**src/source/histogram_pkg.sv**
```systemverilog
package histogram_pkg;

    ////////////////////////////////////////
    // generator modes
    ////////////////////////////////////////

    // codes 6 and 7 are left out on purpose
    // the generator treats them as hold
    typedef enum logic [2:0] {
        // sample forced to zero
        MODE_RESET    = 3'd0,
        // free running sweep over the full range
        MODE_UNIFORM  = 3'd1,
        // repeat lo
        MODE_CONSTANT = 3'd2,
        // sweep inside [lo, hi]
        MODE_INCL     = 3'd3,
        // sweep outside [lo, hi]
        MODE_EXCL     = 3'd4,
        // toggle between lo and hi
        MODE_ALT      = 3'd5
    } gen_mode_t;

    ////////////////////////////////////////
    // readout selects
    ////////////////////////////////////////

    typedef enum logic [1:0] {
        // one bin counter, picked by rd_addr
        RD_BIN   = 2'd0,
        // smallest collected sample
        RD_MIN   = 2'd1,
        // largest collected sample
        RD_MAX   = 2'd2,
        // number of collected samples
        RD_COUNT = 2'd3
    } rd_sel_t;

endpackage

```
**src/source/histogram_data_gen.sv**
```systemverilog
module histogram_data_gen
    import histogram_pkg::*;
#(
    parameter int SAMPLE_BITS = 8
) (
    input  logic                   clk,
    input  logic                   arst_n,
    // generator mode, codes 6 and 7 hold
    input  gen_mode_t              mode,
    // range operands
    input  logic [SAMPLE_BITS-1:0] lo,
    input  logic [SAMPLE_BITS-1:0] hi,
    // generated stream
    output logic [SAMPLE_BITS-1:0] sample
);

    ////////////////////////////////////////
    // state
    ////////////////////////////////////////

    // current sample value
    logic [SAMPLE_BITS-1:0] sample_q;
    // registered copies of the operands
    logic [SAMPLE_BITS-1:0] lo_q;
    logic [SAMPLE_BITS-1:0] hi_q;
    // sample + 1, wraps at the sample width
    logic [SAMPLE_BITS-1:0] next_val;
    // hi + 1 for the exclusive jump, wraps too
    logic [SAMPLE_BITS-1:0] hi_plus;

    assign next_val = sample_q + 1'b1;
    assign hi_plus  = hi_q + 1'b1;

    ////////////////////////////////////////
    // operand registers
    ////////////////////////////////////////

    // lo and hi land here first, so they act two edges after being driven
    always_ff @(posedge clk or negedge arst_n) begin
        if (!arst_n) begin
            lo_q <= '0;
            hi_q <= '0;
        end else begin
            lo_q <= lo;
            hi_q <= hi;
        end
    end

    ////////////////////////////////////////
    // pattern state machine
    ////////////////////////////////////////

    always_ff @(posedge clk or negedge arst_n) begin
        if (!arst_n) begin
            sample_q <= '0;
        end else begin
            case (mode)
                // synchronous clear, separate from arst_n
                MODE_RESET: sample_q <= '0;
                MODE_UNIFORM: sample_q <= next_val;
                MODE_CONSTANT: sample_q <= lo_q;
                MODE_INCL: begin
                    // stay inside [lo, hi], restart at lo
                    if ((next_val >= lo_q) && (next_val <= hi_q)) begin
                        sample_q <= next_val;
                    end else begin
                        sample_q <= lo_q;
                    end
                end
                MODE_EXCL: begin
                    // skip over [lo, hi] in one step
                    if ((next_val < lo_q) || (next_val > hi_q)) begin
                        sample_q <= next_val;
                    end else begin
                        sample_q <= hi_plus;
                    end
                end
                MODE_ALT: begin
                    if (sample_q == lo_q) begin
                        sample_q <= hi_q;
                    end else begin
                        sample_q <= lo_q;
                    end
                end
                // codes 6 and 7, stream frozen
                default: sample_q <= sample_q;
            endcase
        end
    end

    ////////////////////////////////////////
    // outputs
    ////////////////////////////////////////

    assign sample = sample_q;

endmodule

```
**src/source/histogram_bins.sv**
```systemverilog
module histogram_bins #(
    parameter int SAMPLE_BITS = 8,
    parameter int BIN_BITS    = 3,
    parameter int COUNT_BITS  = 16
) (
    input  logic                                   clk,
    input  logic                                   arst_n,
    // observed stream
    input  logic [SAMPLE_BITS-1:0]                 sample,
    // count enable, already aligned to sample
    input  logic                                   collect,
    // one cycle pulse, empties every bin
    input  logic                                   clear,
    // all counters side by side, bin 0 in the low bits
    output logic [(2**BIN_BITS)*COUNT_BITS-1:0]    bin_counts
);

    localparam int NUM_BINS = 2 ** BIN_BITS;

    ////////////////////////////////////////
    // bin decode
    ////////////////////////////////////////

    // bin index is the top BIN_BITS of the sample
    logic [BIN_BITS-1:0] bin_idx;

    assign bin_idx = sample[SAMPLE_BITS-1 -: BIN_BITS];

    ////////////////////////////////////////
    // counter bank
    ////////////////////////////////////////

    genvar i;
    generate
        for (i = 0; i < NUM_BINS; i++) begin : g_bin
            // one saturating counter per bin
            logic [COUNT_BITS-1:0] cnt_q;
            // this bin sees the current sample
            logic                  hit;
            // counter already at its top value
            logic                  full;

            assign hit  = collect && (bin_idx == BIN_BITS'(i));
            assign full = &cnt_q;

            always_ff @(posedge clk or negedge arst_n) begin
                if (!arst_n) begin
                    cnt_q <= '0;
                end else if (clear) begin
                    // clear wins over a hit in the same cycle
                    cnt_q <= '0;
                end else if (hit && !full) begin
                    cnt_q <= cnt_q + 1'b1;
                end
            end

            // pack into the flat output
            assign bin_counts[i*COUNT_BITS +: COUNT_BITS] = cnt_q;
        end
    endgenerate

endmodule

```
**src/source/sample_stats.sv**
```systemverilog
module sample_stats #(
    parameter int SAMPLE_BITS = 8,
    parameter int COUNT_BITS  = 16
) (
    input  logic                   clk,
    input  logic                   arst_n,
    // observed stream
    input  logic [SAMPLE_BITS-1:0] sample,
    // count enable, aligned to sample
    input  logic                   collect,
    // one cycle pulse, restarts the statistics
    input  logic                   clear,
    output logic [SAMPLE_BITS-1:0] min_val,
    output logic [SAMPLE_BITS-1:0] max_val,
    output logic [COUNT_BITS-1:0]  sample_count
);

    ////////////////////////////////////////
    // running extremes
    ////////////////////////////////////////

    // min starts at all ones so the first sample always replaces it
    always_ff @(posedge clk or negedge arst_n) begin
        if (!arst_n) begin
            min_val <= '1;
            max_val <= '0;
        end else if (clear) begin
            min_val <= '1;
            max_val <= '0;
        end else if (collect) begin
            if (sample < min_val) begin
                min_val <= sample;
            end
            if (sample > max_val) begin
                max_val <= sample;
            end
        end
    end

    ////////////////////////////////////////
    // sample counter
    ////////////////////////////////////////

    // saturates at all ones
    always_ff @(posedge clk or negedge arst_n) begin
        if (!arst_n) begin
            sample_count <= '0;
        end else if (clear) begin
            sample_count <= '0;
        end else if (collect && !(&sample_count)) begin
            sample_count <= sample_count + 1'b1;
        end
    end

endmodule

```
**src/source/histogram_readout.sv**
```systemverilog
module histogram_readout
    import histogram_pkg::*;
#(
    parameter int SAMPLE_BITS = 8,
    parameter int BIN_BITS    = 3,
    parameter int COUNT_BITS  = 16
) (
    input  logic                                clk,
    input  logic                                arst_n,
    // what to read
    input  rd_sel_t                             rd_sel,
    // bin number, only used with RD_BIN
    input  logic [BIN_BITS-1:0]                 rd_addr,
    // flat bin counters
    input  logic [(2**BIN_BITS)*COUNT_BITS-1:0] bin_counts,
    input  logic [SAMPLE_BITS-1:0]              min_val,
    input  logic [SAMPLE_BITS-1:0]              max_val,
    input  logic [COUNT_BITS-1:0]               sample_count,
    // registered read data
    output logic [COUNT_BITS-1:0]               rd_data
);

    // wide enough for either a sample or a counter
    localparam int EXT_BITS = (COUNT_BITS > SAMPLE_BITS) ? COUNT_BITS : SAMPLE_BITS;

    ////////////////////////////////////////
    // operand shaping
    ////////////////////////////////////////

    logic [EXT_BITS-1:0]   min_wide;
    logic [EXT_BITS-1:0]   max_wide;
    logic [COUNT_BITS-1:0] bin_sel;

    // zero extend, upper sample bits drop if counters are narrower
    assign min_wide = EXT_BITS'(min_val);
    assign max_wide = EXT_BITS'(max_val);
    assign bin_sel  = bin_counts[rd_addr*COUNT_BITS +: COUNT_BITS];

    // one cycle read latency
    always_ff @(posedge clk or negedge arst_n) begin
        if (!arst_n) begin
            rd_data <= '0;
        end else begin
            case (rd_sel)
                RD_BIN:   rd_data <= bin_sel;
                RD_MIN:   rd_data <= min_wide[COUNT_BITS-1:0];
                RD_MAX:   rd_data <= max_wide[COUNT_BITS-1:0];
                default:  rd_data <= sample_count;
            endcase
        end
    end

endmodule

```
**src/source/histogram_subsystem.sv**
```systemverilog
module histogram_subsystem
    import histogram_pkg::*;
#(
    parameter int SAMPLE_BITS = 8,
    parameter int BIN_BITS    = 3,
    parameter int COUNT_BITS  = 16
) (
    input  logic                   clk,
    input  logic                   arst_n,
    // generator control
    input  gen_mode_t              mode,
    input  logic [SAMPLE_BITS-1:0] lo,
    input  logic [SAMPLE_BITS-1:0] hi,
    // observer control
    input  logic                   collect,
    input  logic                   clear,
    // read port
    input  rd_sel_t                rd_sel,
    input  logic [BIN_BITS-1:0]    rd_addr,
    output logic [SAMPLE_BITS-1:0] sample,
    output logic [COUNT_BITS-1:0]  rd_data
);

    ////////////////////////////////////////
    // internal wiring
    ////////////////////////////////////////

    logic                                collect_q;
    logic [(2**BIN_BITS)*COUNT_BITS-1:0] bin_counts;
    logic [SAMPLE_BITS-1:0]              min_val;
    logic [SAMPLE_BITS-1:0]              max_val;
    logic [COUNT_BITS-1:0]               sample_count;

    // collect delayed one edge to line up with the sample it refers to
    always_ff @(posedge clk or negedge arst_n) begin
        if (!arst_n) begin
            collect_q <= 1'b0;
        end else begin
            collect_q <= collect;
        end
    end

    ////////////////////////////////////////
    // blocks
    ////////////////////////////////////////

    histogram_data_gen #(.SAMPLE_BITS(SAMPLE_BITS)) u_data_gen (
        .clk(clk), .arst_n(arst_n), .mode(mode), .lo(lo), .hi(hi), .sample(sample)
    );

    // both observers watch the same stream
    histogram_bins #(
        .SAMPLE_BITS(SAMPLE_BITS), .BIN_BITS(BIN_BITS), .COUNT_BITS(COUNT_BITS)
    ) u_bins (
        .clk(clk), .arst_n(arst_n), .sample(sample), .collect(collect_q),
        .clear(clear), .bin_counts(bin_counts)
    );

    sample_stats #(.SAMPLE_BITS(SAMPLE_BITS), .COUNT_BITS(COUNT_BITS)) u_stats (
        .clk(clk), .arst_n(arst_n), .sample(sample), .collect(collect_q),
        .clear(clear), .min_val(min_val), .max_val(max_val), .sample_count(sample_count)
    );

    histogram_readout #(
        .SAMPLE_BITS(SAMPLE_BITS), .BIN_BITS(BIN_BITS), .COUNT_BITS(COUNT_BITS)
    ) u_readout (
        .clk(clk), .arst_n(arst_n), .rd_sel(rd_sel), .rd_addr(rd_addr),
        .bin_counts(bin_counts), .min_val(min_val), .max_val(max_val),
        .sample_count(sample_count), .rd_data(rd_data)
    );

endmodule

```
**config.mk**
```make
export PLATFORM = sky130hd
export DESIGN_NAME = histogram_subsystem
export DESIGN_NICKNAME = d
export VERILOG_FILES = /design/src/source/histogram_pkg.sv /design/src/source/histogram_data_gen.sv /design/src/source/histogram_bins.sv /design/src/source/sample_stats.sv /design/src/source/histogram_readout.sv /design/src/source/histogram_subsystem.sv
export SDC_FILE = /design/constraint.sdc
export NUM_CORES = 1
export LEC_CHECK = 0
export ABC_AREA = 1
export BUFFER_PORTS_ARGS = -buffer_cell sky130_fd_sc_hd__buf_2
export CORE_ASPECT_RATIO = 0.5
export CORE_MARGIN = 5
export CORE_UTILIZATION = 40
export DETAILED_ROUTE_END_ITERATION = 10
export HOLD_SLACK_MARGIN = 0.15
export PLACE_DENSITY = 0.54
export SLEW_MARGIN = 20
export SYNTH_ARGS = -nofsm -noshare
export SYNTH_HDL_FRONTEND = slang
export SYNTH_SLANG_ARGS = --single-unit
```
**constraint.sdc**
```tcl
create_clock -name clk -period 3.6 [get_ports clk]
set_clock_uncertainty 0.2 [all_clocks]
set_input_delay 0.36 -clock clk [delete_from_list [all_inputs] [get_ports clk]]
set_output_delay 0.36 -clock clk [all_outputs]
set_load 0.05 [all_outputs]
```
# Yosys cells after proc, flatten, opt, wreduce, memory -nomap -nowiden
# Cells that the tools add are included.
[word_totals]
ff_bits = 201
output_inout_bits = 24
word_cells = 133
[classes]
add_sub_neg = 11
n_lt_le_gt_ge = 6
n_eq_ne = 15
shifts = 1
n_mux = 29
reduce_logical = 55
[op_table]
columns = ["op", "n"]
rows = [
  ["16-bit two-way mux", 18],
  ["16-bit by 1-bit adder with 16-bit output (second input constant)", 9],
  ["16-bit AND reduction", 9],
  ["128-bit by 8-bit indexed part select with 16-bit output", 1],
  ["8-bit two-way mux", 9],
  ["16-bit case mux with 3 select lines", 1],
  ["8-bit case mux with 6 select lines", 1],
  ["2-bit nonzero test", 12],
  ["3-bit == test (second input constant)", 6],
  ["1-bit logical AND", 18],
  ["8-bit by 1-bit adder with 8-bit output (second input constant)", 2],
  ["8-bit > comparator", 2],
  ["8-bit < comparator", 2],
  ["3-bit by 2-bit == test with 1-bit output (second input constant)", 4],
  ["1-bit logical NOT", 9],
  ["8-bit == test", 1],
  ["8-bit greater-or-equal comparator", 1],
  ["8-bit less-or-equal comparator", 1],
  ["3-bit by 1-bit == test with 1-bit output (second input constant)", 2],
  ["3-bit logical NOT", 2],
  ["6-bit nonzero test", 1],
  ["2-bit AND reduction", 2],
  ["2-bit by 1-bit == test with 1-bit output (second input constant)", 1],
  ["2-bit == test (second input constant)", 1],
  ["2 further kinds", 2],
]

# Depth between registers and ports, before layout
# Gate-level depths: netlist of run 1.
[depth]
depth_word = 5
depth_mapped = 18
mapped_depth_nobuf = 17

# Modules after synthesis
# From an unflattened synthesis of run 1, not the netlist that was laid out.
[hier_totals]
cells_unflattened = 2221
hier_area_um2 = 14559.0
[modules_own_cells]
columns = ["mod", "instances", "cells_per_inst", "area_each_um2", "seq_area_each_um2"]
rows = [
  ["histogram_bins", 1, 1172, 8064.0, 3203.1],
  ["histogram_data_gen", 1, 338, 2193.4, 600.6],
  ["sample_stats", 1, 291, 2143.3, 810.8],
  ["histogram_readout", 1, 419, 2133.3, 400.4],
  ["histogram_subsystem", 1, 1, 25.0, 25.0],
]

# Worst setup path before layout of run 1
# OpenSTA, ideal clock, no wires.
[synth_path]
kind = "flip-flop to flip-flop"
start = "register u_data_gen.sample_q[2], in the netlist u_data_gen.sample[2]"
end = "register u_data_gen.sample_q[7], in the netlist u_data_gen.sample[7]"
t_arrival_ns = 2.778
required_ns = 3.270
path_slack_ns = 0.492
path_stages_with_launch = 15
n_path_buf = 1
cell_sequence = "dfrtp_1 > buf_2 > nand3_1 > nor2_1 > nand4_1 > nand2_1 > inv_1 > ha_1 > a21o_1 > nor2_1 > nand3_1 > nand2_1 > nand2_1 > nand3_1 > nand4_1"
[synth_between]
elab_chain_len = 5
elab_cells_between_ends = 12
[synth_lines]
columns = ["item", "line_no", "rtl"]
rows = [
  ["start, declared", "histogram_data_gen.sv:22", "logic [SAMPLE_BITS-1:0] sample_q;"],
  ["start signal, assigned", "histogram_data_gen.sv:60", "MODE_UNIFORM: sample_q <= next_val;"],
  ["start signal, assigned", "histogram_data_gen.sv:61", "MODE_CONSTANT: sample_q <= lo_q;"],
  ["start signal, assigned", "histogram_data_gen.sv:65", "sample_q <= next_val;"],
  ["8-bit by 1-bit adder with 8-bit output", "histogram_data_gen.sv:31", "assign next_val = sample_q + 1'b1;"],
  ["8-bit < comparator, or another cell as far along", "histogram_data_gen.sv:72", "if ((next_val < lo_q) || (next_val > hi_q)) begin"],
  ["1-bit logical OR or 1-bit logical AND (tied branches)", "histogram_data_gen.sv:72, histogram_data_gen.sv:64", ""],
  ["8-bit two-way mux, on equally long branches", "histogram_data_gen.sv:72, histogram_data_gen.sv:64", ""],
  ["8-bit case mux with 6 select lines *", "histogram_data_gen.sv:57", "case (mode)"],
]
# Mark *: on every way between the ends. The rest lies on a longest branch, timed or not.
# A chain may end at the register's enable or synchronous reset.

# Worst setup path in the final report of run 1
[layout_path]
start = "register u_data_gen.sample_q[1], in the netlist u_data_gen.sample[1]"
end = "register u_data_gen.sample_q[0], in the netlist u_data_gen.sample[0]"
# Same word-level chain as after synthesis.

==> results of run 1 <==
## sequential cells by signal, summed over array words and instances (netlist names)
signal                flops
u_data_gen.sample         8
u_bins.g_bin.cnt_q      128
u_stats.max_val           8
u_data_gen.lo_q           8
u_readout.rd_data        16
u_data_gen.hi_q           8
u_stats.sample_count     16
u_stats.min_val           8
collect_q                 1
## worst max-delay path by stage
stage / from / endpoint / slack, ps
2_1_floorplan: u_data_gen.sample[2] / u_data_gen.sample[7] / 490
3_3_place_gp: u_data_gen.sample[1] / u_data_gen.sample[0] / 430
3_5_place_dp: u_data_gen.sample[1] / u_data_gen.sample[0] / 400
4_1_cts: u_data_gen.sample[1] / u_data_gen.sample[7] / 380
5_1_grt: u_data_gen.sample[1] / u_data_gen.sample[1] / 110
6_report: u_data_gen.sample[1] / u_data_gen.sample[0] / 500
## final cells by class
class	count	area, µm²
inverter	240	902.1
multi-input combinational	1336	6827
timing repair buffer	101	743.2
tap	432	540.5
clock buffer	31	645.6
sequential	201	5040
fill	3308	17090
clock inverter	9	102.6
## timing repair
action	4_1_cts	5_1_grt
setup endpoints to repair	0	8
endpoints found under the hold margin	106	0
buffers inserted	0	0
hold buffers	26	0
resized for setup	0	3
## power groups by stage
stage	Combinational, mW	Sequential (mW)	Clock (mW)
2_1_floorplan	0.842	2.67	0
3_3_place_gp	1.43	2.54	0
3_5_place_dp	1.43	2.54	0
4_1_cts	1.46	2.50	2.46
5_1_grt	1.67	2.51	2.54
6_report	1.46	2.50	2.39
## metrics by stage
| stage | total power [mW] | instance area, µm² | utilization, % | hold slack, ps |
|---|---|---|---|---|
| after CTS | 6.416 | 14790 | 46.39 | 227.6 |
| after floorplan | 3.511 | 13010 | - | -135.6 |
| after detailed placement | 3.967 | 13780 | 43.22 | 205.5 |
| after global placement | 3.966 | 13780 | 43.22 | 203.7 |
| after global routing | 6.717 | 14800 | 46.42 | 260.8 |
| final | 6.356 | 14800 | 46.42 | 210.6 |
## synth_stat cells, drive strengths merged, types with 2 or more instances
cell       n
and3       3
dfstp      8
inv      238
a21o       2
o211ai     5
buf       32
xor2      30
ha        42
a21oi    121
xnor2      5
clkbuf    24
nor3      71
dfrtp    193
nor2     173
o31ai     13
or2        2
nand2    382
o2111ai    8
o221ai     2
a211oi     2
nand3b     2
o21ai    179
nor4       7
a31oi      6
o22ai      6
nand4     56
a32o       2
o21a       7
clkinv     2
nand3    206
## metal layers
layer	track usage, %	share of wire [%]	vias to the layer above
met5	0	0.033	-
met4	4.364	2.1	2
met3	3.658	5.8	53
met2	34.20	43	311
met1	32.74	50	5659
li1	-	-	6300
## cells by family (layout without fill, tap and decap cells)
| group | after synthesis | count (layout) | share of synthesized area, % |
|---|---|---|---|
| AOI/OAI and AO/OA | 356 | 356 | 14.97 |
| xor gates and xnor gates | 35 | 35 | 2.356 |
| adders and majority gates | 42 | 42 | 4.038 |
| buffers and inverters | 296 | 381 | 8.893 |
| DFF | 201 | 201 | 38.73 |
| and+or+nand+nor | 903 | 903 | 31.02 |
==> impl_metrics.ini, run 1 <==
[run_status]
status = completed

[placement]
port_buffers = 51
dp_cells = 2284
pre_cts_ws_ps = 401.4
dp_hpwl_um = 29200
place.gp.congestion = 0.8849

[setup_path]
critical-path-top-delay-family = simple AND/OR/NAND/NOR gates
worst-path-max-fanout = 10
cp-end-kind = register
path_cells = nand3_1 > nor2_1 > nand4_1 > nand2_1 > inv_1 > ha_1 > a21o_1 > nor2_1 > nand2_1 > nand2_2 > nand2_1 > nand3_1 > nand4_1
cp.arrival_ps = 3300
r2r_cells = 13
critPathRequiredTime_ps = 3800
cp_common_cell = nand2_1
path_buf_inv = 1
rr_startpoint = u_data_gen.sample[1]
reg2reg_slack_ps = 500
r2r_end = u_data_gen.sample[0]
cp_slowest_stage_delay_ps = 530
crit_type = reg2reg
slowest_stage = dfrtp_1
crit_cells = 13
worstSetupStartpointType = register

[pwr]
p_int_mw = 4.240
power_frac_comb_pct = 23.0
total_leakage_power_nw = 6.548
switchingPower_mw = 2.117
clock_power_share_pct = 37.6
seqPwrFrac_pct = 39.3
powerDensity_mw_per_mm2 = 429.5
peakVddDrop_mv = 0.2957
p_sw_share_pct = 33.30

[clocking]
tritoncts = done
clockRootBuffer = clkbuf_16
cts_buffer_depth = 3
cts_buffers = 22
clk_latency_ps = 530
cts.sinks = 201
clk_pin_slew_worst_paths_ps = 70
htree_levels = 1

[drt]
vias = 12325
drt-total-wl_um = 39560
drcViolationCount = 0
ant_nets = 0
drtIter0Drc = 1122
dr.pass1.iters = 6
vias_per_cell = 5.245
wl_per_cell_um = 16.83

[synthesis]
synth_area_per_cell_um2 = 7.100
ys_ff_latch = 201
ys_types = 48
synthArstFlopShare_pct = 100.0
synth_nets = 1903
synth_edf_count = 0
synthTopCellsByArea = dfrtp_1 37%, nand2_1 11%, nand3_1 7.9%
synth_top_area_cell = dfrtp_1
synthFlopType = dfrtp_1
yosys_warnings = 0
synth_area_mm2 = 0.01301
yosysSeqAreaShare_pct = 38.73
synthCells = 1833
yosysTopAreaCellShare_pct = 37.11

[sta]
worst_pin_slew_ps = 816.7
rsz0062_at_grt = false
final_max_slew_viol_count = 0
fmaxAchievable_mhz = 322.2
setup_violations = 0
fin_tns_setup_ps = 0
finalHoldViolCount = 0
fin_crit_ps = 3104
relSlewSlack_pct = 45.14
period_share_pct = 86.22
setup_ws_ps = 496.2

[final_layout]
mostFrequentLayoutCell = nand2_1
final-instance-count-excl-fill = 2350
layout_common_cells = 373 x nand2_1, 222 x inv_1, 204 x nand3_1
nets = 1972
drive_above_1_share_pct = 8.759
area_growth_syn_to_layout_pct = 13.73
antennaDiodeCount = 0

[grt]
grt_first_pass_wirelength_um = 64900
grt_overflow_total = 0
track_usage_pct = 22.03
grt_pass1_vias = 11857
grt_max_degree = 83
antenna_found_initial = 1

[floorplan]
die_h_um = 137.5
core-area_mm2 = 0.03189
io_pins = 52
start_util_pct = 40.81
die_w_um = 265.1
die_area_mm2 = 0.03646
rows = 46

[hold_path]
timing.hold.worst.class = in2async

[job]
maxCapViolCount = 0
Power figures use the tool's default switching activity.
==> run 2: changes to the inputs <==
- ABC_AREA: 1 -> 0
- CTS_CLUSTER_DIAMETER: not set -> 80
- REMOVE_ABC_BUFFERS: not set -> 1
==> impl_metrics.ini, run 2 <==
[run_status]
status = completed

[sta]
period_share_pct = 92.42
fin_crit_ps = 3327
final_max_slew_viol_count = 0
rsz0062_at_grt = false
setup_violations = 0
fmaxAchievable_mhz = 300.5
finalHoldViolCount = 0
worst_pin_slew_ps = 803.9
fin_tns_setup_ps = 0
hold_ws_ps = 192.7
relSlewSlack_pct = 46.31
setup_ws_ps = 272.7

[synthesis]
synth_edf_count = 0
synthFlopType = dfrtp_1
yosysTopAreaCellShare_pct = 40.27
synth_top_area_cell = dfrtp_1
synth.most_common_cell = dfrtp_1
synth_commonest_cells = 193 x dfrtp_1, 163 x nor2_1, 90 x nand2_1
synth_area_per_cell_um2 = 10.31
synthCells = 1163
synthArstFlopShare_pct = 100.0
ys_ff_latch = 201
ys_types = 70
synth_area_mm2 = 0.01199
synthTopCellsByArea = dfrtp_1 40%, xor2_1 5.9%, nor2_1 5.1%
yosysSeqAreaShare_pct = 42.02
yosys_warnings = 0

[setup_path]
worst-path-max-fanout = 8
cp_common_cell = and3_1
cp.arrival_ps = 3500
critPathRequiredTime_ps = 3770
slowest_stage = o221a_2
cp_slowest_stage_delay_ps = 390
cp-end-kind = register
worstSetupStartpointType = register
path_cells = and3_1 > and3_1 > and3_1 > xor2_2 > ha_1 > nand4_1 > nor2_1 > a211o_1 > o221a_2 > mux2i_1 > o221ai_1
crit_type = reg2reg

[clocking]
clockRootBuffer = clkbuf_16
tritoncts = done
cts_buffers = 22
cts_buffer_depth = 3
clk_pin_slew_worst_paths_ps = 60
clk_latency_ps = 520
cts.sinks = 201
htree_levels = 1
post-cts-setup-buffer-count = 0

[job]
maxCapViolCount = 0

[final_layout]
seq_area_mm2 = 0.005040
final-instance-count-excl-fill = 1636
drive_above_1_share_pct = 13.57
regMostFlops = u_bins.g_bin.cnt_q
layout_common_cells = 193 x dfrtp_1, 163 x nor2_1, 90 x nand2_1
multi_input_comb_area_mm2 = 0.006558
top_regs = u_bins.g_bin.cnt_q (128), u_readout.rd_data (16), u_stats.sample_count (16)
antennaDiodeCount = 0
largest_reg_flops = 128
nFillCells = 2736
area_growth_syn_to_layout_pct = 14.27
nets = 1300
mostFrequentLayoutCell = dfrtp_1

[floorplan]
die_area_mm2 = 0.03376
io_pins = 52
core-area_mm2 = 0.02929
die_w_um = 254.9
die_h_um = 132.4
rows = 44
start_util_pct = 40.95

[placement]
port_buffers = 51
pre_cts_ws_ps = 128.3
dp_hpwl_um = 22810
place.gp.congestion = 0.8618
dp_cells = 1574

[pwr]
powerDensity_mw_per_mm2 = 438.6
peakVddDrop_mv = 0.3270
fin_total_pwr_mw = 6.011
total_leakage_power_nw = 6.056

[drt]
drcViolationCount = 0
ant_nets = 0
wl_per_cell_um = 19.21
vias_per_cell = 5.586
drt-total-wl_um = 31420
vias = 9139
drtIter0Drc = 576
dr.pass1.iters = 5

[grt]
grt_first_pass_wirelength_um = 50870
grt_pass1_vias = 9138
grt_max_degree = 104
grt_overflow_total = 0
antenna_found_initial = 0
track_usage_pct = 18.67

[hold_path]
timing.hold.worst.class = in2reg
==> run 2: power breakdown <==
| group | switching [mW] | internal [mW] |
|---|---|---|
| clock | 0.957 | 1.59 |
| combinational | 0.656 | 0.395 |
| sequential | 0.0661 | 2.34 |
| total | 1.68 | 4.33 |
==> run 2: worst max-delay path, delay by kind of cell (launching register included) <==
family | cells | cell delay (ps)
AO/OA/AOI/OAI | 3 | 740
adder cells (fa/ha/maj) | 1 | 350
AND/OR/NAND/NOR | 5 | 1090
multiplexers | 1 | 240
flip-flops | 1 | 380
XOR/XNOR | 1 | 190
==> run 2: repair_timing <==
item / 4_1_cts / 5_1_grt
gates resized for setup: 0 / 3
hold buffers: 23 / 0
endpoints found under the hold margin: 129 / 0
endpoints found under the setup margin: 0 / 4
==> run 2: cell type report <==
| cell class | instances | area share, % |
|---|---|---|
| Sequential cell | 201 | 36.77 |
| Clock inverter | 5 | 0.9129 |
| Inverter | 40 | 1.095 |
| Multi-Input combinational cell | 873 | 47.85 |
| Tap cell | 391 | 3.569 |
| Clock buffer | 34 | 5.012 |
| Timing Repair Buffer | 92 | 4.793 |
==> run 2: cells by family (layout without fill, tap and decap cells) <==
logic type | Yosys count | after routing | synth area share (%)
compound gates | 124 | 124 | 7.500
xor+xnor | 143 | 143 | 10.44
fa+ha+maj | 42 | 42 | 4.381
buf+inv | 89 | 171 | 3.505
flops | 201 | 201 | 42.02
mux | 97 | 97 | 12.86
simple gates | 467 | 467 | 19.29
==> run 2: metrics by stage <==
stage                     util [%]  cell area [µm²]
final                        46.80            13710
after global routing         46.80            13710
after CTS                    46.71            13680
after floorplan                  -            11720
after global placement       43.16            12640
after detailed placement     43.16            12640
==> run 2: path summary, 6_finish.rpt <==
| check | to | cells past startpoint | slack (ps) | startpoint |
|---|---|---|---|---|
| min reg2reg | u_stats.min_val[3] | 2 | 340 | u_stats.min_val[3] |
| max reg2reg | u_data_gen.sample[0] | 11 | 270 | u_data_gen.sample[3] |
| min in group asynchronous | u_data_gen.lo_q[6] | 2 | 270 | arst_n |
| max in group asynchronous | u_stats.min_val[3] | 3 | 1980 | arst_n |
| min | u_data_gen.sample[7] | 4 | 190 | mode[0] |
| max | u_data_gen.sample[0] | 11 | 270 | u_data_gen.sample[3] |
==> run 2: per-layer routing <==
layer	global-route usage [%]	vias to the layer above	share of wire (%)	routed length [µm]
li1	-	4296	-	-
met2	29.25	206	46	14350
met5	0	-	0	0
met4	3.675	0	2.0	622
met3	3.373	46	4.5	1410
met1	27.42	4591	48	15040
==> run 3: changes to the inputs <==
==> constraint.sdc (replaced) <==
create_clock -name clk -period 3.6 [get_ports clk]
set_clock_uncertainty 0.2 [all_clocks]
set_input_delay 0.54 -clock clk [delete_from_list [all_inputs] [get_ports clk]]
set_output_delay 0.54 -clock clk [all_outputs]
set_load 0.05 [all_outputs]
==> impl_metrics.ini, run 3 (synthesized netlist as in run 2, its figures left out) <==
[setup_path]
cp_common_cell = and3_1
r2r_cells = 11
cp-end-kind = register
crit_type = reg2reg
worst-path-max-fanout = 8
critical-path-top-delay-family = compound AO/OA/AOI/OAI gates
rr_startpoint = u_data_gen.sample[3]
worstSetupStartpointType = register
reg2reg_slack_ps = 260
critPathRequiredTime_ps = 3770
path_cells = and3_1 > and3_1 > and3_1 > xor2_1 > ha_1 > nand2_1 > nor2_1 > a211oi_1 > o221a_2 > mux2i_1 > o221ai_1
slowest_stage = o221a_2
path_buf_inv = 0
r2r_end = u_data_gen.sample[4]
cp_slowest_stage_delay_ps = 450
cp.arrival_ps = 3510

[drt]
vias = 9122
ant_nets = 0
vias_per_cell = 5.600
drcViolationCount = 0
drt-total-wl_um = 31580
dr.pass1.iters = 5
drtIter0Drc = 705
wl_per_cell_um = 19.39

[grt]
grt_max_degree = 75
grt_first_pass_wirelength_um = 51090
antenna_found_initial = 0
grt_pass1_vias = 9083
track_usage_pct = 18.75
grt_overflow_total = 0

[sta]
fin_tns_setup_ps = 0
finalHoldViolCount = 0
period_share_pct = 92.76
final_max_slew_viol_count = 0
relSlewSlack_pct = 45.42
fin_crit_ps = 3340
setup_violations = 0
rsz0062_at_grt = false
setup_ws_ps = 260.5
fmaxAchievable_mhz = 299.4
worst_pin_slew_ps = 818.7

[placement]
dp_hpwl_um = 23030
dpl_cell_area_mm2 = 0.01265
port_buffers = 51
pre_cts_ws_ps = 254.2
place.gp.congestion = 0.8746

[clocking]
clk_pin_slew_worst_paths_ps = 70
post-cts-setup-buffer-count = 0
clk_latency_ps = 510
tritoncts = done
clockRootBuffer = clkbuf_16
cts.sinks = 201
cts_buffers = 21
htree_levels = 1
cts_buffer_depth = 3

[final_layout]
antennaDiodeCount = 0
top_regs = u_bins.g_bin.cnt_q (128), u_readout.rd_data (16), u_stats.sample_count (16)
largest_reg_flops = 128
area_growth_syn_to_layout_pct = 12.56
nets = 1296
nFillCells = 2768
seq_area_mm2 = 0.005040
fin_util_pct = 46.10
mostFrequentLayoutCell = dfrtp_1
multi_input_comb_area_mm2 = 0.006534
drive_above_1_share_pct = 13.41
regMostFlops = u_bins.g_bin.cnt_q
layout_common_cells = 193 x dfrtp_1, 163 x nor2_1, 90 x nand2_1
final_cell_area_mm2 = 0.01350

[floorplan]
die_w_um = 254.9
die_area_mm2 = 0.03376
die_h_um = 132.4
start_util_pct = 40.95
core-area_mm2 = 0.02929
rows = 44
io_pins = 52

[hold_path]
hp-start = mode[1]
timing.hold.worst.class = in2reg
whs_path_depth = 3
hold_end = u_data_gen.sample[7]

[pwr]
total_leakage_power_nw = 5.972
fin_total_pwr_mw = 5.660
peakVddDrop_mv = 0.2389
powerDensity_mw_per_mm2 = 419.3

[run_status]
status = completed

[job]
maxCapViolCount = 0
-- run 3: cell count changes in the layout (fill, tap and decap cells not counted), moves of 2 or more --
cell / previous run / this run
buf_4: 17 / 19
bufinv_16: 4 / 2
clkbuf_8: 8 / 3
clkinv_2: 1 / 5
clkbuf_16: 23 / 21
dlygate4sd3_1: 23 / 18
-- run 3: final cells by class --
class	instances	area share (%)
sequential	201	37.33
tap	391	3.624
clock buffer	26	4.180
clock inverter	9	0.7507
inverter	40	1.112
timing repair buffer	89	4.606
multi-input combinational	873	48.40
-- run 3: routing by layer --
layer / up-vias / track usage [%] / routed length, µm
met3: 50 / 2.608 / 1141
met1: 4593 / 28.19 / 15210
met4: 0 / 4.268 / 750
li1: 4289 / - / -
met5: - / 0 / 0
met2: 190 / 28.93 / 14480
-- run 3: repair_timing --
action	4_1_cts	5_1_grt
hold endpoints to repair	79	0
gates resized for setup	0	0
hold buffers	18	0
setup endpoints to repair	0	1
-- run 3: how the worst max path moves through the flow --
stage                                       to  cells past startpoint                 start
after detailed placement  u_data_gen.sample[7]                     11  u_data_gen.sample[3]
after CTS                 u_data_gen.sample[7]                     11  u_data_gen.sample[3]
after global placement    u_data_gen.sample[7]                     11  u_data_gen.sample[3]
after global routing      u_data_gen.sample[4]                     11  u_data_gen.sample[3]
final                     u_data_gen.sample[4]                     11  u_data_gen.sample[3]
after floorplan           u_data_gen.sample[0]                     10  u_data_gen.sample[2]
-- run 3: power breakdown --
part	switching [mW]	total, mW	internal, mW
sequential	0.0735	2.42	2.34
combinational	0.658	1.05	0.392
clock	0.938	2.19	1.26
-- run 3: metrics by stage --
step	hold WS [ps]	cells
2_1_floorplan	44.41	1114
3_3_place_gp	333.6	1576
3_5_place_dp	332.5	1576
4_1_cts	223.6	1629
5_1_grt	271.7	1629
6_report	256.4	1629
-- run 3: worst reg2reg max path, delay by kind of cell, from the launching register on --
kind	cells	cell delay, ps
and+or+nand+nor	5	730
xor gates and xnor gates	1	370
adders and majority gates	1	350
muxes	1	240
AOI/OAI and AO/OA	3	940
DFF	1	370
